===== config.mk =====
export PLATFORM = sky130hd
export DESIGN_NAME = ula_fx_regs
export DESIGN_NICKNAME = d
export VERILOG_FILES = /design/src/hw/ula_fx_cmd_pkg.sv /design/src/hw/ula_fx_regs.sv
export SDC_FILE = /design/constraint.sdc
export NUM_CORES = 1
export LEC_CHECK = 0
export BUFFER_PORTS_ARGS = -buffer_cell sky130_fd_sc_hd__buf_2
export CAP_MARGIN = 20
export CORE_MARGIN = 2
export CORE_UTILIZATION = 42
export DETAILED_ROUTE_END_ITERATION = 10
export GPL_ROUTABILITY_DRIVEN = 0
export GPL_TIMING_DRIVEN = 0
export PLACE_DENSITY = 0.85
export SLEW_MARGIN = 20
export SYNTH_ARGS = -nofsm -noshare
export SYNTH_HDL_FRONTEND = slang
export SYNTH_SLANG_ARGS = --single-unit

===== constraint.sdc =====
create_clock -name clk -period 5.63 [get_ports clk]
set_input_delay 0.563 -clock clk [delete_from_list [all_inputs] [get_ports clk]]
set_output_delay 0.563 -clock clk [all_outputs]
set_load 0.01 [all_outputs]

===== src/hw/ula_fx_cmd_pkg.sv =====
/*
 * ULA FX command set
 * Op codes, field widths, register map and bus response codes
 */

`default_nettype none

package ula_fx_cmd_pkg;

	localparam int DATA_W = 32;
	localparam int OP_W   = 6;
	localparam int ADDR_W = 5;

	// **************************************************
	// Op codes, reference numbering
	// **************************************************
	localparam logic [OP_W-1:0] OP_NOP  = 6'd0;
	localparam logic [OP_W-1:0] OP_LOAD = 6'd1;
	localparam logic [OP_W-1:0] OP_ADD  = 6'd2;
	localparam logic [OP_W-1:0] OP_MLT  = 6'd3;
	localparam logic [OP_W-1:0] OP_DIV  = 6'd4;
	localparam logic [OP_W-1:0] OP_MOD  = 6'd5;
	localparam logic [OP_W-1:0] OP_NEG  = 6'd6;
	localparam logic [OP_W-1:0] OP_NRM  = 6'd7;   // Divide by NU_GAIN
	localparam logic [OP_W-1:0] OP_ABS  = 6'd8;
	localparam logic [OP_W-1:0] OP_PST  = 6'd9;   // Zero if negative
	localparam logic [OP_W-1:0] OP_SGN  = 6'd10;
	localparam logic [OP_W-1:0] OP_OR   = 6'd11;
	localparam logic [OP_W-1:0] OP_AND  = 6'd12;
	localparam logic [OP_W-1:0] OP_INV  = 6'd13;
	localparam logic [OP_W-1:0] OP_XOR  = 6'd14;
	localparam logic [OP_W-1:0] OP_LES  = 6'd15;
	localparam logic [OP_W-1:0] OP_GRE  = 6'd16;
	localparam logic [OP_W-1:0] OP_EQU  = 6'd17;
	localparam logic [OP_W-1:0] OP_LIN  = 6'd18;  // Logical not
	localparam logic [OP_W-1:0] OP_LAN  = 6'd19;
	localparam logic [OP_W-1:0] OP_LOR  = 6'd20;
	localparam logic [OP_W-1:0] OP_SHL  = 6'd21;
	localparam logic [OP_W-1:0] OP_SHR  = 6'd22;
	localparam logic [OP_W-1:0] OP_SRS  = 6'd23;  // Arithmetic right shift
	localparam logic [OP_W-1:0] OP_FNEG = 6'd29;
	localparam logic [OP_W-1:0] OP_FMLT = 6'd32;
	localparam logic [OP_W-1:0] OP_FSGN = 6'd36;
	localparam logic [OP_W-1:0] OP_FABS = 6'd38;
	localparam logic [OP_W-1:0] OP_FPST = 6'd41;

	// **************************************************
	// Register map
	// **************************************************
	localparam logic [ADDR_W-1:0] REG_IN1    = 5'h00;
	localparam logic [ADDR_W-1:0] REG_IN2    = 5'h04;
	localparam logic [ADDR_W-1:0] REG_OP     = 5'h08;  // Write launches a job
	localparam logic [ADDR_W-1:0] REG_RESULT = 5'h0C;  // Read frees the slot
	localparam logic [ADDR_W-1:0] REG_STATUS = 5'h10;

	localparam int STAT_VALID = 0;
	localparam int STAT_ZERO  = 1;

	localparam logic [1:0] RESP_OKAY   = 2'b00;
	localparam logic [1:0] RESP_SLVERR = 2'b10;

endpackage

`default_nettype wire

===== src/hw/ula_fx_regs.sv =====
/*
 * ULA FX write side
 * AXI4-Lite write channels, operand registers and job launch
 */

`default_nettype none

module ula_fx_regs (
	input  wire                                clk,
	input  wire                                arst_n,
	input  wire  [ula_fx_cmd_pkg::ADDR_W-1:0] awaddr,
	input  wire                                awvalid,
	output logic                               awready,
	input  wire  [ula_fx_cmd_pkg::DATA_W-1:0] wdata,
	input  wire                                wvalid,
	output logic                               wready,
	output logic [1:0]                         bresp,
	output logic                               bvalid,
	input  wire                                bready,
	input  wire                                full,
	output logic                               push,
	output logic [ula_fx_cmd_pkg::OP_W-1:0]   push_op,
	output logic [ula_fx_cmd_pkg::DATA_W-1:0] push_in1,
	output logic [ula_fx_cmd_pkg::DATA_W-1:0] push_in2
);

	import ula_fx_cmd_pkg::*;

	logic [DATA_W-1:0] in1_q;
	logic [DATA_W-1:0] in2_q;
	logic              rdy_q;    // Shared ready pulse for AW and W
	logic              is_op;
	logic              mapped;
	logic              wr_ok;
	logic              wr_fire;

	assign is_op  = (awaddr == REG_OP);
	assign mapped = (awaddr == REG_IN1) || (awaddr == REG_IN2) || is_op;

	// Queue full holds off an op write
	assign wr_ok   = awvalid && wvalid && !bvalid && !rdy_q && !(is_op && full);
	assign wr_fire = rdy_q && awvalid && wvalid;

	assign awready = rdy_q;
	assign wready  = rdy_q;

	always_ff @(posedge clk or negedge arst_n) begin
		if (!arst_n) begin
			rdy_q <= 1'b0;
		end else begin
			rdy_q <= wr_ok;
		end
	end

	// **************************************************
	// Write response
	// **************************************************
	always_ff @(posedge clk or negedge arst_n) begin
		if (!arst_n) begin
			bvalid <= 1'b0;
			bresp  <= RESP_OKAY;
		end else if (wr_fire) begin
			bvalid <= 1'b1;
			bresp  <= mapped ? RESP_OKAY : RESP_SLVERR;  // Result and status are read only
		end else if (bready) begin
			bvalid <= 1'b0;
		end
	end

	// Operand registers
	always_ff @(posedge clk) begin
		if (wr_fire && (awaddr == REG_IN1)) begin
			in1_q <= wdata;
		end
		if (wr_fire && (awaddr == REG_IN2)) begin
			in2_q <= wdata;
		end
	end

	// Op write carries the current operands into the queue
	assign push     = wr_fire && is_op;
	assign push_op  = wdata[OP_W-1:0];
	assign push_in1 = in1_q;
	assign push_in2 = in2_q;

endmodule

`default_nettype wire


---- Word-level counts from Yosys, hierarchy flattened ----
Index checks and enable logic that the tools add are counted.
word-level totals
  input bits .............................. 43
  register bits ........................... 68
  logic and storage cells ................. 27
  output and inout bits ................... 76
operators by class
  reductions and logical operators ........ 17
  muxes and demuxes ....................... 3
  equality and inequality tests ........... 2
operators with widths
  operator            count
  $logic_and 1x1->1   10
  $eq 5x3->1 const B  1
  $eq 5x4->1 const B  1
  $logic_not 5->1     1
  $logic_not 1->1     3
  $logic_or 1x1->1    2
  $mux 1              2
  $mux 2              1
  $reduce_bool 2->1   1

---- Logic depth before layout (Yosys ltp) ----
  depth after elaboration ................. 4
  mapped depth ............................ 2
  depth with buffers taken out ............ 2

---- Least setup slack after synthesis ----
OpenSTA, ideal clock, no wires.
  path kind ............................... input-to-reg
  from .................................... input awaddr[1] (netlist name)
  to ...................................... register in1_q[0], in the netlist push_in1[0], enable pin
  path slack .............................. 1.074 ns
  data required time ...................... 5.125 ns
  arrival ................................. 4.051 ns
  path buffers ............................ 0
  library setup time ...................... 0.505 ns
  cell stages on the path ................. 2
  cells stage by stage .................... or3_4 nor4_1
between the ends
  cells in the longest elaborated chain, start to end .. 2
ends and longest elaborated chain
  element                 RTL line           text
  start: declaration      ula_fx_regs.sv:11  input wire [ula_fx_cmd_pkg::ADDR_W-1:0] awaddr,
  $logic_not 5->1         ula_fx_regs.sv:72  if (wr_fire && (awaddr == REG_IN1)) begin
  $logic_and 1x1->1       ula_fx_regs.sv:72
  end signal: assignment  ula_fx_regs.sv:73  in1_q <= wdata;
  end: declaration        ula_fx_regs.sv:29  logic [DATA_W-1:0] in1_q;
Every way passes these cells.
A chain may end at the register's enable or synchronous reset.

---- Worst setup path in the final report ----
  from .................................... input awaddr[1] (netlist name)
  to ...................................... register in1_q[31], in the netlist push_in1[31], enable pin
The elaborated chain is that of the path after synthesis.

==> out/qor.csv <==
stage,metric,value,unit
floorplan,Die Width,75.8,um
cts,Root Driver,clkbuf_8,
place,PortBufs,117,
worst_setup_path,sequence of cells on the critical path,buf_2 > or3_4 > nor4_2 > buf_2 > buf_2 > buf_2,
floorplan,# rows,26,
floorplan,Die Y,75.8,um
floorplan,core area,5040,um2
worst_setup_path,CP Launch Type,input port,
synthesis,Yosys cell types,16,
worst_setup_path,Critical Path Max Stage Delay,0.42,ns
finish,Area Overhead vs Synth,43.0,%
power,LEAKAGE,1.29,nW
detailed_routing,Initial DRC Count,28,
timing,# setup viols final,0,
global_routing,GRT overflow,0,
cts,post-cts resize count,0,
global_routing,initial antenna violation count,0,
cts,"Clk Latency, worst-skew pair",0.33,ns
detailed_routing,Post-route DRC,0,
cts,Setup Buffers After CTS,0,
synthesis,Syn Inst Count,92,
synthesis,syn_area_per_cell,23.5,um2
synthesis,Seq cells post-synth,67,
synthesis,YS warnings,0,
cts,CTS Buffer Depth,2,
finish,Final #Nets,269,
detailed_routing,DR vias,1316,
power,Max VDD drop,0.305,mV
detailed_routing,drt wl/cell,13.8,um
worst_setup_path,crit end category,flop,
power,Power Density,325,nW/um2
cts,TritonCTS Buffers,9,
finish,antenna cells,0,
synthesis,Synth Cell Area,2170,um2
detailed_routing,Via-to-Cell Ratio,4.37,
detailed_routing,DRT Wirelength,4.16,mm
cts,CTS HTree Levels,3,
run,max-cap violations,0,
global_routing,All-Layer GR Usage,0.148,
worst_setup_path,"Buf+Inv Stages, Crit Path",4,
cts,CTS tree,done,
synthesis,Synth top area share,0.887,
floorplan,total die area,5750,um2
worst_setup_path,critical path class,in -> reg,
timing,Worst-Margin Slew,0.776,ns
worst_setup_path,cell family with the largest share of critical-path delay,buffers and inverters,
timing,"Hold Vio Cnt, Final",0,
cts,clk slew on worst S/H paths,0.07,ns
timing,min Tclk post-route,2.18,ns
place,dpl hpwl,3.04,mm
status,status,completed,
synthesis,Synth Net Count,135,
global_routing,largest net degree at the start of global routing,33,
worst_setup_path,Worst Path Required,5.66,ns
worst_setup_path,critical path arrival,2.21,ns
power,post-layout power,1.01,mW
timing,RSZ-0062 raised after global routing,false,
timing,f_max,0.460,GHz
synthesis,synth top area cells,"edfxtp_1 89%, dfrtp_1 3.5%, buf_4 2.8%",
timing,final clock skew,0.00971,ns
cts,hold_buf cts,1,
floorplan,Starting Density,0.430,
cts,CTS Sinks,67,
detailed_routing,First-pass DRT Iterations,4,
worst_hold_path,Hold Crit Class,in -> reg,
synthesis,post-synthesis sequential area ratio,0.922,
detailed_routing,antenna-violating nets left,0,
finish,design area,3100,um2
floorplan,# IOs,119,
finish,share of cells above drive strength 1,0.649,
worst_setup_path,CP Max Fanout,7,
timing,crit share post-route,0.386,
global_routing,first-pass GRT wire length,5.65,mm
global_routing,vias in the first global route,1234,
timing,Max-slew headroom,0.483,
timing,Max Transition Viols Final,0,
place,Area after DPL,2870,um2
worst_setup_path,Crit-path slowest cell,nor4_2,
worst_setup_path,most frequent cell on the critical path,buf_2,
synthesis,cell taking the most area after synthesis,edfxtp_1,
registers in the layout, summed over array words and instances (netlist names):
name and flops:
push_in1 32, bvalid 1, push_in2 32, bresp 1
awready 1
layout make-up:
cell class	count	area, um2
Tap cell	70	87.6
Buffer	8	60.1
Sequential cell	67	2000
Clock buffer	9	124
Multi-Input combinational cell	15	109
Clock inverter	7	92.6
Fill cell	370	1940
Timing Repair Buffer	123	621
Inverter	2	7.51
cells in the mapped netlist:
cell type and instances:
edfxtp_1 64, buf_4 8, dfrtp_1 3, a31oi_1 2, inv_1 2, nand2_1 2
nor4_1 2, a2111oi_2 1, and3_1 1, and3b_1 1, and4_1 1, conb_1 1
nand3_1 1, nor3_1 1, o21ai_0 1, or3_4 1
layer usage:
metal,vias up,part of all wire,GRT usage
met5,-,0,0
met4,0,0.023,0.0936
met3,9,0.12,0.102
met2,85,0.50,0.220
met1,601,0.36,0.152
li1,621,-,-
path summary, 6_finish.rpt:
kind / end / start / cells after the start / slack [ns]
worst max-delay path: push_in1[31] / awaddr[1] / 6 / 3.45
worst min-delay path: push_in2[21] / wdata[21] / 1 / 0.41
worst max register to register: push_in1[31] / awready / 5 / 3.61
worst min register to register: awready / bvalid / 1 / 0.48
max in group asynchronous: bresp[1] / arst_n / 2 / 4.93
min in group asynchronous: bvalid / arst_n / 2 / 0.59
stage by stage:
stage / cells / worst slack (ns) / hold slack [ns] / util / setup TNS, ns
floorplan: 92 / 1.07 / 0.267 / - / 0
global placement: 279 / -0.462 / 0.363 / 0.563 / -14.75
detailed placement: 284 / 3.11 / 0.363 / 0.569 / 0
CTS: 301 / 3.48 / 0.391 / 0.614 / 0
global route: 301 / 3.43 / 0.391 / 0.614 / 0
finish: 301 / 3.45 / 0.414 / 0.614 / 0
kinds of logic after synthesis:
family          Yosys count  synth area share
buf+inv                  10            0.0312
flops                    67             0.922
compound gates            4            0.0150
other cells               1           0.00173
simple gates             10            0.0300
worst reg2reg max path: cells and delay by family, from the launching register on:
| family | cells | cell delay [ns] |
|---|---|---|
| buffers and inverters | 3 | 0.73 |
| flip-flops | 1 | 0.44 |
| AND/OR/NAND/NOR | 2 | 0.55 |
power breakdown:
group          leakage [nW]  internal, mW  switching, mW
registers             0.612         0.548        0.00230
logic                 0.577        0.0205         0.0178
clock network         0.101         0.247          0.170
layout by cell type, fill, tap and decap left out, drive strengths merged:
cell,n
bufinv,2
and3,1
and4,1
inv,2
dfrtp,3
buf,130
conb,1
a31oi,2
clkbuf,9
or3,1
o21ai,1
nand2,2
dlygate4sd3,1
nor3,1
clkinv,2
and3b,1
edfxtp,64
a2111oi,1
clkinvlp,3
nand3,1
nor4,2
Power figures use the tool's default switching activity.
