`config.mk`:
```
export PLATFORM = sky130hd
export DESIGN_NAME = ula_fx_job_fifo
export DESIGN_NICKNAME = d
export VERILOG_FILES = /design/src/hw/ula_fx_cmd_pkg.sv /design/src/hw/ula_fx_job_fifo.sv
export SDC_FILE = /design/constraint.sdc
export NUM_CORES = 1
export LEC_CHECK = 0
export BUFFER_PORTS_ARGS = -buffer_cell sky130_fd_sc_hd__buf_2
export CAP_MARGIN = 10
export CORE_UTILIZATION = 61
export DETAILED_ROUTE_END_ITERATION = 8
export PLACE_DENSITY = 0.9
export SLEW_MARGIN = 0
export SYNTH_ARGS = -nofsm -noshare
export SYNTH_HDL_FRONTEND = slang
export SYNTH_SLANG_ARGS = --single-unit
```
`constraint.sdc`:
```
create_clock -name clk -period 7.2 [get_ports clk]
set_input_delay 1.44 -clock clk [delete_from_list [all_inputs] [get_ports clk]]
set_output_delay 1.44 -clock clk [all_outputs]
set_load 0.02 [all_outputs]
```
`src/hw/ula_fx_cmd_pkg.sv`:
```
/*
 * ULA FX command set
 * Op codes, field widths, register map and bus response codes
 */

`default_nettype none

package ula_fx_cmd_pkg;

	localparam int DATA_W = 32;
	localparam int OP_W   = 6;
	localparam int ADDR_W = 5;

	// **************************************************
	// Op codes, reference numbering
	// **************************************************
	localparam logic [OP_W-1:0] OP_NOP  = 6'd0;
	localparam logic [OP_W-1:0] OP_LOAD = 6'd1;
	localparam logic [OP_W-1:0] OP_ADD  = 6'd2;
	localparam logic [OP_W-1:0] OP_MLT  = 6'd3;
	localparam logic [OP_W-1:0] OP_DIV  = 6'd4;
	localparam logic [OP_W-1:0] OP_MOD  = 6'd5;
	localparam logic [OP_W-1:0] OP_NEG  = 6'd6;
	localparam logic [OP_W-1:0] OP_NRM  = 6'd7;   // Divide by NU_GAIN
	localparam logic [OP_W-1:0] OP_ABS  = 6'd8;
	localparam logic [OP_W-1:0] OP_PST  = 6'd9;   // Zero if negative
	localparam logic [OP_W-1:0] OP_SGN  = 6'd10;
	localparam logic [OP_W-1:0] OP_OR   = 6'd11;
	localparam logic [OP_W-1:0] OP_AND  = 6'd12;
	localparam logic [OP_W-1:0] OP_INV  = 6'd13;
	localparam logic [OP_W-1:0] OP_XOR  = 6'd14;
	localparam logic [OP_W-1:0] OP_LES  = 6'd15;
	localparam logic [OP_W-1:0] OP_GRE  = 6'd16;
	localparam logic [OP_W-1:0] OP_EQU  = 6'd17;
	localparam logic [OP_W-1:0] OP_LIN  = 6'd18;  // Logical not
	localparam logic [OP_W-1:0] OP_LAN  = 6'd19;
	localparam logic [OP_W-1:0] OP_LOR  = 6'd20;
	localparam logic [OP_W-1:0] OP_SHL  = 6'd21;
	localparam logic [OP_W-1:0] OP_SHR  = 6'd22;
	localparam logic [OP_W-1:0] OP_SRS  = 6'd23;  // Arithmetic right shift
	localparam logic [OP_W-1:0] OP_FNEG = 6'd29;
	localparam logic [OP_W-1:0] OP_FMLT = 6'd32;
	localparam logic [OP_W-1:0] OP_FSGN = 6'd36;
	localparam logic [OP_W-1:0] OP_FABS = 6'd38;
	localparam logic [OP_W-1:0] OP_FPST = 6'd41;

	// **************************************************
	// Register map
	// **************************************************
	localparam logic [ADDR_W-1:0] REG_IN1    = 5'h00;
	localparam logic [ADDR_W-1:0] REG_IN2    = 5'h04;
	localparam logic [ADDR_W-1:0] REG_OP     = 5'h08;  // Write launches a job
	localparam logic [ADDR_W-1:0] REG_RESULT = 5'h0C;  // Read frees the slot
	localparam logic [ADDR_W-1:0] REG_STATUS = 5'h10;

	localparam int STAT_VALID = 0;
	localparam int STAT_ZERO  = 1;

	localparam logic [1:0] RESP_OKAY   = 2'b00;
	localparam logic [1:0] RESP_SLVERR = 2'b10;

endpackage

`default_nettype wire
```
`src/hw/ula_fx_job_fifo.sv`:
```
/*
 * ULA FX job queue
 * Circular buffer of pending jobs, each one op code and two operands
 */

`default_nettype none

module ula_fx_job_fifo #(
	parameter int FIFO_DEPTH = 4
) (
	input  wire                                  clk,
	input  wire                                  arst_n,
	input  wire                                  push,
	input  wire  [ula_fx_cmd_pkg::OP_W-1:0]     push_op,
	input  wire  [ula_fx_cmd_pkg::DATA_W-1:0]   push_in1,
	input  wire  [ula_fx_cmd_pkg::DATA_W-1:0]   push_in2,
	input  wire                                  pop,
	output logic [ula_fx_cmd_pkg::OP_W-1:0]     pop_op,
	output logic [ula_fx_cmd_pkg::DATA_W-1:0]   pop_in1,
	output logic [ula_fx_cmd_pkg::DATA_W-1:0]   pop_in2,
	output logic                                 full,
	output logic                                 empty,
	output logic [$clog2(FIFO_DEPTH + 1)-1:0]   level
);

	import ula_fx_cmd_pkg::*;

	localparam int PTR_W = (FIFO_DEPTH > 1) ? $clog2(FIFO_DEPTH) : 1;
	localparam int LVL_W = $clog2(FIFO_DEPTH + 1);

	logic [OP_W-1:0]   op_mem  [FIFO_DEPTH];
	logic [DATA_W-1:0] in1_mem [FIFO_DEPTH];
	logic [DATA_W-1:0] in2_mem [FIFO_DEPTH];
	logic [PTR_W-1:0]  wr_ptr;
	logic [PTR_W-1:0]  rd_ptr;
	logic              do_push;
	logic              do_pop;

	// Wraps at any depth, not only powers of two
	function automatic logic [PTR_W-1:0] ptr_inc(input logic [PTR_W-1:0] p);
		return (p == PTR_W'(FIFO_DEPTH - 1)) ? '0 : p + 1'b1;
	endfunction

	assign full    = (level == LVL_W'(FIFO_DEPTH));
	assign empty   = (level == '0);
	assign do_push = push && !full;
	assign do_pop  = pop && !empty;

	always_ff @(posedge clk or negedge arst_n) begin
		if (!arst_n) begin
			wr_ptr <= '0;
			rd_ptr <= '0;
			level  <= '0;
		end else begin
			if (do_push) begin
				wr_ptr <= ptr_inc(wr_ptr);
			end
			if (do_pop) begin
				rd_ptr <= ptr_inc(rd_ptr);
			end
			case ({do_push, do_pop})
				2'b10:   level <= level + 1'b1;
				2'b01:   level <= level - 1'b1;
				default: level <= level;      // Both or neither
			endcase
		end
	end

	always_ff @(posedge clk) begin
		if (do_push) begin
			op_mem[wr_ptr]  <= push_op;
			in1_mem[wr_ptr] <= push_in1;
			in2_mem[wr_ptr] <= push_in2;
		end
	end

	// Head entry always visible
	assign pop_op  = op_mem[rd_ptr];
	assign pop_in1 = in1_mem[rd_ptr];
	assign pop_in2 = in2_mem[rd_ptr];

endmodule

`default_nettype wire

```
* After elaboration in Yosys (flattened, before gate mapping)
Memory sizes are Yosys's and may differ from the RTL's.
Cells that the tools add are included.
** Storage, ports and cells
- Register bits :: 7
- Bits in writable memories :: 280
- Input port bits :: 74
- Output and inout port bits :: 75
- Logic and storage cells :: 26
- Memories kept :: 3
** Cells by class
- Add/sub/neg operators :: 4
- Equal/unequal tests :: 5
- Mux-type cells :: 5
- Reduce and logical (&&, ||, !) cells :: 6
** Memory list
- in1_mem :: words 4, width 32, rd ports 1, clocked after memory_dff 0, write ports 1, line ula_fx_job_fifo.sv:32 : logic [DATA_W-1:0] in1_mem [FIFO_DEPTH];
- in2_mem :: words 4, width 32, rd ports 1, clocked after memory_dff 0, write ports 1, line ula_fx_job_fifo.sv:33 : logic [DATA_W-1:0] in2_mem [FIFO_DEPTH];
- op_mem :: words 4, width 6, rd ports 1, clocked after memory_dff 0, write ports 1, line ula_fx_job_fifo.sv:31 : logic [OP_W-1:0] op_mem [FIFO_DEPTH];
** Operators by type and width (number)
- == test 2 bit, second input constant :: 3
- one-hot mux 3 bit (2 select lines) :: 1
- adder 2 x 1 -> 2 bit, second input constant :: 2
- two-way mux 2 bit :: 2
- adder 3 x 1 -> 3 bit, second input constant :: 1
- == test 3 bit, second input constant :: 1
- zero test 3 bit :: 1
- subtractor 3 x 1 -> 3 bit, second input constant :: 1
- == test 2 x 1 -> 1 bit, second input constant :: 1
- logical AND 1 bit :: 2
- zero test 1 bit :: 2
- two-way mux 1 bit :: 2
- nonzero test 2 bit :: 1

* Longest topological paths before layout
Gate-level depths: netlist of run 1.
- Depth in word-level cells :: 5
- Depth in mapped cells :: 9
- Gate-level depth less buffers :: 9

* Worst setup path before layout of run 1
OpenSTA, ideal clock, no wires.
- Path type :: input to register
- Start point :: in push
- End point :: mem in1_mem[0][0], enable pin
- Setup time :: 0.436 ns
- Data arrival time :: 3.342 ns
- Data required time :: 6.764 ns
- Slack :: 3.422 ns
- Stages :: 2
- Buffers on the path :: 0
- Cells stage by stage :: nor2b_2 and2_1
** On the way
- Longest elaborated chain between the ends :: 3
** RTL lines
- start, declared :: line ula_fx_job_fifo.sv:13 : input wire push,
- logical AND 1 bit :: line ula_fx_job_fifo.sv:46 : assign do_push = push && !full;
- two-way mux 1 bit :: line ula_fx_job_fifo.sv:70 : if (do_push) begin
- two-way mux 1 bit (not written as such) :: line ula_fx_job_fifo.sv:72 : in1_mem[wr_ptr] <= push_in1;
- end, declared :: line ula_fx_job_fifo.sv:32
No other way between the ends.

* Final worst setup path of run 1
- Start point :: reg rd_ptr[0]
- End point :: out pop_op[1] (netlist name)
** On the way
- Longest elaborated chain between the ends :: 1
** RTL lines
- start, declared :: line ula_fx_job_fifo.sv:35 : logic [PTR_W-1:0] rd_ptr;
- start signal, assigned :: line ula_fx_job_fifo.sv:59 : rd_ptr <= ptr_inc(rd_ptr);
- memory read (4 x 6 bit)
- end, declared :: line ula_fx_job_fifo.sv:18 : output logic [ula_fx_cmd_pkg::OP_W-1:0] pop_op,
No other way between the ends.

==> flow_metrics.env, run 1 <==
export IMPL_worst_slew_pin_slew_ps=1061
export IMPL_final_replace_weighted_congestion=0.7156
export IMPL_fmax_mhz=227.5
export IMPL_finalClockSkew_ps=12.42
export IMPL_criticalPathCategory="reg2out"
export IMPL_hold_violations=0
export IMPL_placed_cells=760
export IMPL_cp_num_buf_inv=2
export IMPL_syn_area_um2=10630
export IMPL_setup_worst_path_end_class="output port"
export IMPL_antenna_found_initial=2
export IMPL_cts_max_level=1
export IMPL_clk_insertion_delay_late_ps=520
export IMPL_postCtsSetupBuffers=0
export IMPL_die_area_um2=17960
export IMPL_cts_repair_resized=0
export IMPL_postSynthCellCount=406
export IMPL_port_buffers=148
export IMPL_timing_hold_worst_class="reg2reg"
export IMPL_timing_slew_headroom_pct=29.29
export IMPL_rows=47
export IMPL_cts_buffers=28
export IMPL_synth_area_per_cell_um2=26.18
export IMPL_ioPinCount=149
export IMPL_fp_dieH_um=134
export IMPL_final_cell_count_no_fill=812
export IMPL_grt_start_max_net_pins=73
export IMPL_cellPowerDensity_nw_per_um2=430.4
export IMPL_layout_common_cells="280 x sky130_fd_sc_hd__edfxtp_1, 148 x sky130_fd_sc_hd__buf_2, 68 x sky130_fd_sc_hd__mux4_2"
export IMPL_cts_root_buf="sky130_fd_sc_hd__clkbuf_16"
export IMPL_globalRoute_busiestLayer="met2"
export IMPL_final_util_pct=73.36
export IMPL_number_of_maximum_capacitance_constraint_violations=0
export IMPL_coreArea_um2=16820
export IMPL_mostFrequentLayoutCell="sky130_fd_sc_hd__edfxtp_1"
export IMPL_via_count_of_the_first_global_routing_pass=5048
export IMPL_peakVddDrop_uv=472.3
export IMPL_finalSetupViolations=0
export IMPL_ys_warn_count=0
export IMPL_final_min_clock_period_ps=4395
export IMPL_syn_to_final_growth_pct=16.08
export IMPL_start_util_pct=63.20
export IMPL_synth_seq_area_share_pct=80.75
export IMPL_route_vias_total=4733
export IMPL_start_kind="flop"
export IMPL_globalRouteMet1Util_pct=29.22
export IMPL_route_detailed_vias_per_inst=5.829
export IMPL_required_ps=5760
export IMPL_groute_usage_overall_pct=21.02
export IMPL_ant_nets=0
export IMPL_final_setup_tns_ps=0
export IMPL_dp_hpwl_um=11050
export IMPL_syn_nets=487
export IMPL_critical_path_slowest_cell="sky130_fd_sc_hd__dfrtp_4"
export IMPL_rsz_0062_raised_after_global_routing="false"
export IMPL_drc=0
export IMPL_critical_path_max_stage_delay_ps=990
export IMPL_wl_um=18300
export IMPL_fp_dieW_um=134
export IMPL_cts_num_sinks=287
export IMPL_gr_usage_met2_pct=34.02
export IMPL_timing_critical_path_arrival_ps=2950
export IMPL_cpLargestDelayFamily="flip-flops"
export IMPL_globalRouteMet3Util_pct=4.497
export IMPL_layout_drive_gt1_share_pct=45.01
export IMPL_result_of_the_run="finished clean"
export IMPL_clk_transition_reported_paths_ps=60
export IMPL_drt_first_iter_violations=282
export IMPL_grt_first_pass_wirelength_um=28150
export IMPL_ff_latch_count_synth=287
export IMPL_cts_root_to_sink_buffers=3
export IMPL_holdBufCountCts=0
export IMPL_fin_nets=651
export IMPL_first_pass_iters=4
export IMPL_detail_route_wl_per_cell_um=22.54
export IMPL_maxSlewViolCount=0
export IMPL_crit_path_cell_trace="buf_4 > mux4_1 > buf_2"
export IMPL_clock_tree_from_tritoncts="built"
export IMPL_layout_worst_path_cycle_share_pct=61.04
export IMPL_synth_cell_types=21
export IMPL_cp_max_fo=44
export IMPL_p_leak_uw=0.004261
export IMPL_gr_ovfl_total=0
## cell type report
class	instances	area (µm²)
antenna	1	2.502
clock buffer	36	752.0
clock inverter	15	96.34
fill	959	4481
inverter	7	26.28
multi-input combinational	96	1839
sequential	287	8591
tap	220	275.3
timing repair buffer	150	755.7
## Yosys cell counts, drive strengths merged
cell	count	area share, %
fa	1	0.19
mux2i	1	0.094
xor2	2	0.16
mux2	4	0.42
mux4	70	15
nor3	1	0.047
nor2b	1	0.082
xnor2	1	0.082
and2	4	0.24
dfrtp	7	1.6
edfxtp	280	79
clkbuf	1	0.035
nor2	3	0.11
ha	6	0.71
nor3b	1	0.12
buf	15	1.8
inv	7	0.25
nand2b	1	0.059
## worst reg2reg max path, cell delays in order, from the launching register on
cell and delay [ps]:
sky130_fd_sc_hd__dfrtp_1 420, sky130_fd_sc_hd__nor3b_2 180, sky130_fd_sc_hd__nor2b_2 310, sky130_fd_sc_hd__and2_4 420
sky130_fd_sc_hd__buf_4 680
## through the flow
stage	cell area (µm²)	worst slack [ps]	total power, µW	hold WS (ps)
6_report	12340	2805	5310	525.0
5_1_grt	12340	2544	5542	540.1
4_1_cts	12340	2696	5375	521.7
3_5_place_dp	11490	3253	4040	514.0
3_3_place_gp	11490	3266	3970	487.8
2_1_floorplan	10630	3422	3602	534.0
## report_power, final
part,total (µW),switching [µW],internal [µW]
logic,1520,857,666
registers,2460,241,2210
clock network,1330,562,770
total,5310,1660,3650
## flip-flops by register name (all words and copies together) (netlist names)
register,flops
in2_mem,128
rd_ptr,2
op_mem,24
in1_mem,128
wr_ptr,2
level,3
## routing by layer
metal / wire length (µm) / part of all wire, %
met1: 7540 / 41
met2: 9215 / 50
met3: 1107 / 6.0
met4: 425 / 2.3
met5: 12 / 0.066
## final timing paths
| kind | to | slack, ps | depth (start not counted) | from |
|---|---|---|---|---|
| worst max-delay path | pop_op[1] | 2810 | 3 | rd_ptr[0]$_DFFE_PN0P_ |
| worst min-delay path | level[2]$_DFFE_PN0P_ | 530 | 1 | level[2]$_DFFE_PN0P_ |
| worst max register to register | in1_mem[0][20]$_DFFE_PP_ | 4810 | 4 | level[2]$_DFFE_PN0P_ |
| worst min register to register | level[2]$_DFFE_PN0P_ | 530 | 1 | level[2]$_DFFE_PN0P_ |
| max in group asynchronous | rd_ptr[0]$_DFFE_PN0P_ | 6260 | 1 | arst_n |
| min in group asynchronous | level[1]$_DFFE_PN0P_ | 750 | 1 | arst_n |
## cells by family (layout without fill, tap and decap cells)
logic type    count (synthesis)  count (layout)  synth area share [%]
flops                       287             287                 80.75
mux                          75              75                 15.42
buf+inv                      23             208                 2.036
simple gates                 11              11                0.6474
fa+ha+maj                     7               7                0.8946
xor+xnor                      3               3                0.2472
other cells                   0               1                     0
(Power assumes the default switching activity.)
==> run 2: changes to the inputs <==
ABC_AREA = 1   (was not set)
CORE_UTILIZATION = 52   (was 61)
PLACE_DENSITY = 0.82   (was 0.9)
clock period = 3.65 ns   (was 7.2 ns; I/O delays follow)
==> run 2 against run 1 <==
  * Clock skew decreased by 6.7 ps
  * Clock-buffer cell count decreased by 6
  * Die area increased by 27%
  * Design area increased by 9.9%
  * Clock power increased by 140%
  * Non-clock buffer count increased by 8
  * Combinational power increased to 2.6 times the previous value
  * Sequential share of layout area decreased by 6.3 points
  * Via count increased by 45%
  * Sequential power increased by 84%
  * Power increased by 120%
  * Largest power group unchanged
  * Highest routed layer unchanged
==> flow_metrics.env, run 2 <==
export IMPL_hold_violations=0
export IMPL_holdBufCountCts=0
export IMPL_fill_cells=1597
export IMPL_cts_root_buf="sky130_fd_sc_hd__clkbuf_16"
export IMPL_syn_to_final_growth_pct=17.85
export IMPL_final_setup_tns_ps=0
export IMPL_ant_nets=0
export IMPL_critical_path_max_stage_delay_ps=420
export IMPL_postSynthCellCount=877
export IMPL_seq_power_share_pct=38.6
export IMPL_fin_nets=1100
export IMPL_cts_max_level=1
export IMPL_criticalPathCategory="reg2out"
export IMPL_rows=54
export IMPL_finalClockSkew_ps=5.714
export IMPL_layout_worst_path_cycle_share_pct=79.09
export IMPL_layout_drive_gt1_share_pct=20.27
export IMPL_wl_um=21680
export IMPL_timing_critical_path_arrival_ps=2160
export IMPL_rr_worst_depth=10
export IMPL_fp_dieW_um=150.7
export IMPL_grt_first_pass_wirelength_um=33150
export IMPL_start_kind="flop"
export IMPL_fmax_mhz=346.4
export IMPL_crit_path_cell_trace="inv_2 > buf_4 > o211ai_1 > nand2_1 > buf_2"
export IMPL_cp_max_fo=27
export IMPL_syn_area_um2=11500
export IMPL_result_of_the_run="finished clean"
export IMPL_start_util_pct=52.86
export IMPL_via_count_of_the_first_global_routing_pass=6685
export IMPL_detail_route_wl_per_cell_um=16.41
export IMPL_timing_hold_worst_class="in2async"
export IMPL_timing_slew_headroom_pct=42.06
export IMPL_p_leak_uw=0.005429
export IMPL_cts_buffers=28
export IMPL_critical_path_slowest_cell="sky130_fd_sc_hd__buf_4"
export IMPL_final_replace_weighted_congestion=0.7548
export IMPL_cellPowerDensity_nw_per_um2=862.9
export IMPL_maxSlewViolCount=0
export IMPL_required_ps=2920
export IMPL_p_int_uw=7532
export IMPL_worst_slew_pin_slew_ps=869.1
export IMPL_gr_ovfl_total=0
export IMPL_synth_area_per_cell_um2=13.11
export IMPL_grt_start_max_net_pins=129
export IMPL_coreArea_um2=21760
export IMPL_syn_nets=958
export IMPL_clock_tree_from_tritoncts="built"
export IMPL_synth_cell_types=16
export IMPL_antenna_found_initial=1
export IMPL_placed_cells=1269
export IMPL_port_buffers=148
export IMPL_clk_transition_reported_paths_ps=60
export IMPL_peakVddDrop_uv=561.6
export IMPL_synth_top_cells_by_count="280 x sky130_fd_sc_hd__edfxtp_1, 225 x sky130_fd_sc_hd__nand2_1, 155 x sky130_fd_sc_hd__inv_1"
export IMPL_dp_hpwl_um=12560
export IMPL_synth_top_cell_area_share_pct=73.11
export IMPL_post_synth_main_area_contributors="sky130_fd_sc_hd__edfxtp_1 73%, sky130_fd_sc_hd__o211ai_1 9.1%, sky130_fd_sc_hd__nand2_1 7.3%"
export IMPL_switching_share_pct=35.61
export IMPL_postCtsSetupBuffers=0
export IMPL_antenna_cells_inserted=0
export IMPL_fp_dieH_um=150.7
export IMPL_first_pass_iters=4
export IMPL_final_cell_count_no_fill=1321
export IMPL_finalSetupViolations=0
export IMPL_worst_hold_slack_ps=29.74
export IMPL_ioPinCount=149
export IMPL_route_detailed_vias_per_inst=5.189
export IMPL_clk_insertion_delay_late_ps=520
export IMPL_cts_num_sinks=287
export IMPL_final_setup_worst_slack_ps=763.2
export IMPL_setup_worst_path_end_class="output port"
export IMPL_number_of_maximum_capacitance_constraint_violations=0
export IMPL_rsz_0062_raised_after_global_routing="false"
export IMPL_drt_first_iter_violations=401
export IMPL_synth_top_cell_by_area="sky130_fd_sc_hd__edfxtp_1"
export IMPL_layout_common_cells="280 x sky130_fd_sc_hd__edfxtp_1, 225 x sky130_fd_sc_hd__nand2_1, 155 x sky130_fd_sc_hd__inv_1"
export IMPL_die_area_um2=22720
export IMPL_final_min_clock_period_ps=2887
export IMPL_cts_root_to_sink_buffers=3
export IMPL_async_reset_ff_share_pct=2.439
export IMPL_net_switching_power_uw=4165
export IMPL_groute_usage_overall_pct=18.94
export IMPL_synth_flop_cell="sky130_fd_sc_hd__edfxtp_1"
export IMPL_ys_warn_count=0
export IMPL_yosys_cell_count_top_type="sky130_fd_sc_hd__edfxtp_1"
export IMPL_layout_top_registers="in1_mem (128), in2_mem (128), op_mem (24)"
export IMPL_cts_repair_resized=0
export IMPL_p_comb_share_pct=34.2
export IMPL_p_clk_share_pct=27.2
export IMPL_preCtsSetupSlack_ps=1299
export IMPL_ff_latch_count_synth=287
export IMPL_synth_seq_area_share_pct=74.63
export IMPL_route_vias_total=6855
export IMPL_synth_enable_flop_cells=280
export IMPL_mostFrequentLayoutCell="sky130_fd_sc_hd__edfxtp_1"
export IMPL_final_util_pct=62.30
export IMPL_drc=0
-- run 2: cell count changes in the layout (fill, tap and decap cells not counted), moves of 4 or more --
cell,before,now
sky130_fd_sc_hd__o211ai_1,0,140
sky130_fd_sc_hd__nand2_1,0,225
sky130_fd_sc_hd__mux2_2,4,0
sky130_fd_sc_hd__clkbuf_1,7,1
sky130_fd_sc_hd__and2_4,4,0
sky130_fd_sc_hd__mux4_2,68,0
sky130_fd_sc_hd__nor2_4,0,4
sky130_fd_sc_hd__inv_1,7,155
sky130_fd_sc_hd__bufinv_16,1,8
sky130_fd_sc_hd__nand3_1,0,7
sky130_fd_sc_hd__buf_12,0,6
-- run 2: cells by family (layout without fill, tap and decap cells) --
group / after synthesis / in the layout / share of synthesized area, %
flops: 287 / 287 / 74.63
fa+ha+maj: 7 / 7 / 0.8268
compound gates: 141 / 141 / 9.182
simple gates: 239 / 239 / 7.898
buf+inv: 202 / 366 / 7.387
xor+xnor: 1 / 1 / 0.07617
-- run 2: final timing paths --
check | start | to | slack, ps
worst max-delay path | rd_ptr[1]$_DFFE_PN0P_ | pop_in1[25] | 760
worst min-delay path | arst_n | level[1]$_DFFE_PN0P_ | 30
worst max register to register | level[0]$_DFFE_PN0P_ | level[2]$_DFFE_PN0P_ | 1480
worst min register to register | level[0]$_DFFE_PN0P_ | level[0]$_DFFE_PN0P_ | 490
max in group asynchronous | arst_n | rd_ptr[0]$_DFFE_PN0P_ | 3440
min in group clk | push_in1[7] | in1_mem[2][7]$_DFFE_PP_ | 420
-- run 2: area by class of cell --
class	count	area (µm²)	share of cell area, %
multi-input cells	388	2098	15.48
flip-flops and latches	287	8588	63.36
well taps	280	350.3	2.585
clock buffers	30	729.5	5.382
repair buffers	158	890.9	6.573
clock inverters	22	311.5	2.299
inverters	156	585.6	4.320
-- run 2: power groups by stage --
stage	clock network, µW	registers, µW	logic [µW]
finish	3180	4520	4000
global route	3350	4570	4410
CTS	3240	4520	4060
detailed placement	0	4590	4030
global placement	0	4560	3940
floorplan	0	4600	2820
-- run 2: critical path: cells and delay by family (launching register included) --
family	cells	cell delay, ps
AOI/OAI and AO/OA	1	170
buffers and inverters	3	950
DFF	1	400
and+or+nand+nor	1	110
-- run 2: per-stage QoR --
step	cell area, µm²	total power, µW
3_3_place_gp	12510	8498
5_1_grt	13550	12330
4_1_cts	13550	11830
6_report	13550	11700
2_1_floorplan	11500	7420
3_5_place_dp	12510	8626
-- run 2: metal layers --
metal / routed length (µm) / track usage, % / up-vias / share of wire, %
li1: - / - / 3328 / -
met2: 11140 / 32.98 / 201 / 51
met1: 8753 / 23.90 / 3287 / 40
met4: 464 / 6.150 / 2 / 2.1
met5: 13 / 0 / - / 0.060
met3: 1310 / 3.424 / 37 / 6.0
==> run 3: changes to the inputs <==
ABC_AREA = 0   (was 1)
CORE_UTILIZATION = 57   (was 52)
PLACE_DENSITY = 0.85   (was 0.82)
clock period = 2.8 ns   (was 3.65 ns; I/O delays follow)
==> run 3 against run 2 <==
  * The run now ends with design-rule violations left
  * Cell count shrank 37%
  * Largest cell class unchanged
  * Clock skew rose by 6.2 ps
  * Critical path type unchanged
  * Clock power increased by 6.9%
  * Highest routed layer unchanged
  * Wire length is 15% lower
==> flow_metrics.env, run 3 (synthesis results as in run 1) <==
export IMPL_cts_num_sinks=287
export IMPL_post_layout_total_power_uw=13820
export IMPL_criticalPathCategory="reg2out"
export IMPL_p_leak_uw=0.004341
export IMPL_start_util_pct=58.57
export IMPL_worst_slew_pin_slew_ps=426.3
export IMPL_fin_nets=664
export IMPL_clock_tree_from_tritoncts="built"
export IMPL_finalSetupViolations=0
export IMPL_timing_critical_path_arrival_ps=2130
export IMPL_first_pass_iters=9
export IMPL_required_ps=2240
export IMPL_hold_violations=0
export IMPL_rows=49
export IMPL_detail_route_wl_per_cell_um=22.08
export IMPL_cellPowerDensity_nw_per_um2=1103
export IMPL_final_replace_weighted_congestion=0.7337
export IMPL_cts_repair_resized=0
export IMPL_die_area_um2=19200
export IMPL_cts_root_buf="sky130_fd_sc_hd__clkbuf_16"
export IMPL_final_setup_tns_ps=0
export IMPL_cp_max_fo=11
export IMPL_fp_dieH_um=138.6
export IMPL_fmax_mhz=372.4
export IMPL_timing_slew_headroom_pct=71.58
export IMPL_mostFrequentLayoutCell="sky130_fd_sc_hd__edfxtp_1"
export IMPL_route_detailed_vias_per_inst=5.719
export IMPL_start_kind="flop"
export IMPL_port_buffers=148
export IMPL_gr_ovfl_total=0
export IMPL_layout_common_cells="280 x sky130_fd_sc_hd__edfxtp_1, 148 x sky130_fd_sc_hd__buf_2, 68 x sky130_fd_sc_hd__mux4_2"
export IMPL_ioPinCount=149
export IMPL_grt_start_max_net_pins=73
export IMPL_failed_checks="design-rule violations"
export IMPL_final_cell_area_um2=12530
export IMPL_maxSlewViolCount=0
export IMPL_number_of_maximum_capacitance_constraint_violations=0
export IMPL_wl_um=18330
export IMPL_antenna_cells_inserted=0
export IMPL_clk_transition_reported_paths_ps=60
export IMPL_clk_insertion_delay_late_ps=520
export IMPL_fp_dieW_um=138.6
export IMPL_postCtsSetupBuffers=0
export IMPL_finalClockSkew_ps=11.94
export IMPL_coreArea_um2=18150
export IMPL_result_of_the_run="finished with violations"
export IMPL_drc=22
export IMPL_setup_worst_path_end_class="output port"
export IMPL_timing_hold_worst_class="in2reg"
export IMPL_rsz_0062_raised_after_global_routing="true"
export IMPL_ant_nets=0
export IMPL_grt_first_pass_wirelength_um=28280
export IMPL_net_switching_power_uw=4275
export IMPL_seq_power_share_pct=42.9
export IMPL_cts_root_to_sink_buffers=3
export IMPL_route_vias_total=4747
export IMPL_p_int_uw=9543
export IMPL_placement_cell_area_um2=11680
export IMPL_groute_usage_overall_pct=19.56
export IMPL_layout_top_registers="in1_mem (128), in2_mem (128), op_mem (24)"
export IMPL_p_comb_share_pct=32.4
export IMPL_preCtsSetupSlack_ps=635.6
export IMPL_syn_to_final_growth_pct=17.86
export IMPL_r2r_slack_ps=690
export IMPL_final_setup_worst_slack_ps=115.0
export IMPL_switching_share_pct=30.94
export IMPL_dp_hpwl_um=11100
export IMPL_final_util_pct=69.03
export IMPL_p_clk_share_pct=24.6
export IMPL_antenna_found_initial=2
export IMPL_cts_buffers=28
export IMPL_via_count_of_the_first_global_routing_pass=5119
export IMPL_cts_max_level=1
export IMPL_layout_worst_path_cycle_share_pct=95.89
export IMPL_peakVddDrop_uv=831.1
export IMPL_drt_first_iter_violations=308
export IMPL_final_min_clock_period_ps=2685
export IMPL_layout_drive_gt1_share_pct=46.09
[run 3: cell type report]
class,instances,area (µm²)
Timing Repair Buffer,163,943.4
Inverter,7,26.28
Fill cell,1100,5620
Sequential cell,287,8591
Multi-Input combinational cell,96,1839
Clock buffer,37,765.7
Clock inverter,11,75.07
Tap cell,229,286.5
[run 3: path summary, 6_finish.rpt]
check                                 startpoint                       end  cells past startpoint
max in group asynchronous                 arst_n     rd_ptr[0]$_DFFE_PN0P_                      2
setup reg to reg            level[0]$_DFFE_PN0P_      level[2]$_DFFE_PN0P_                      9
hold reg to reg             level[2]$_DFFE_PN0P_      level[2]$_DFFE_PN0P_                      1
hold / removal                      push_in1[16]  in1_mem[2][16]$_DFFE_PP_                      1
min in group asynchronous                 arst_n     wr_ptr[1]$_DFFE_PN0P_                      2
setup / recovery           rd_ptr[0]$_DFFE_PN0P_                 pop_op[2]                      3
[run 3: critical path, cell delays in order, from the launching register on]
cell and delay, ps:
sky130_fd_sc_hd__dfrtp_4 540, sky130_fd_sc_hd__buf_4 280, sky130_fd_sc_hd__mux4_1 600, sky130_fd_sc_hd__buf_2 180
[run 3: metrics by stage]
stage          hold slack [ps]  std cells
6_report                 247.3        830
5_1_grt                  229.6        830
4_1_cts                  225.0        830
3_5_place_dp             423.3        781
3_3_place_gp             410.6        781
2_1_floorplan            264.4        406
[run 3: power groups by stage]
| stage | clock, µW | combinational [µW] | sequential (µW) |
|---|---|---|---|
| 2_1_floorplan | 0 | 3290 | 5940 |
| 3_3_place_gp | 0 | 4480 | 5950 |
| 3_5_place_dp | 0 | 4550 | 6030 |
| 4_1_cts | 3490 | 4580 | 5950 |
| 5_1_grt | 3630 | 4760 | 6010 |
| 6_report | 3400 | 4480 | 5930 |
[run 3: metal layers]
layer	global-route usage, %	share of wire [%]	vias to the layer above
met3	5.352	8.9	36
met2	33.53	51	200
met5	0	0.13	-
met1	24.99	38	2422
li1	-	-	2085
met4	5.086	2.0	4
[run 3: timing repair]
action | 4_1_cts | 5_1_grt
endpoints found under the setup margin | 0 | 2
hold endpoints to repair | 7 | 0
hold buffers | 1 | 0
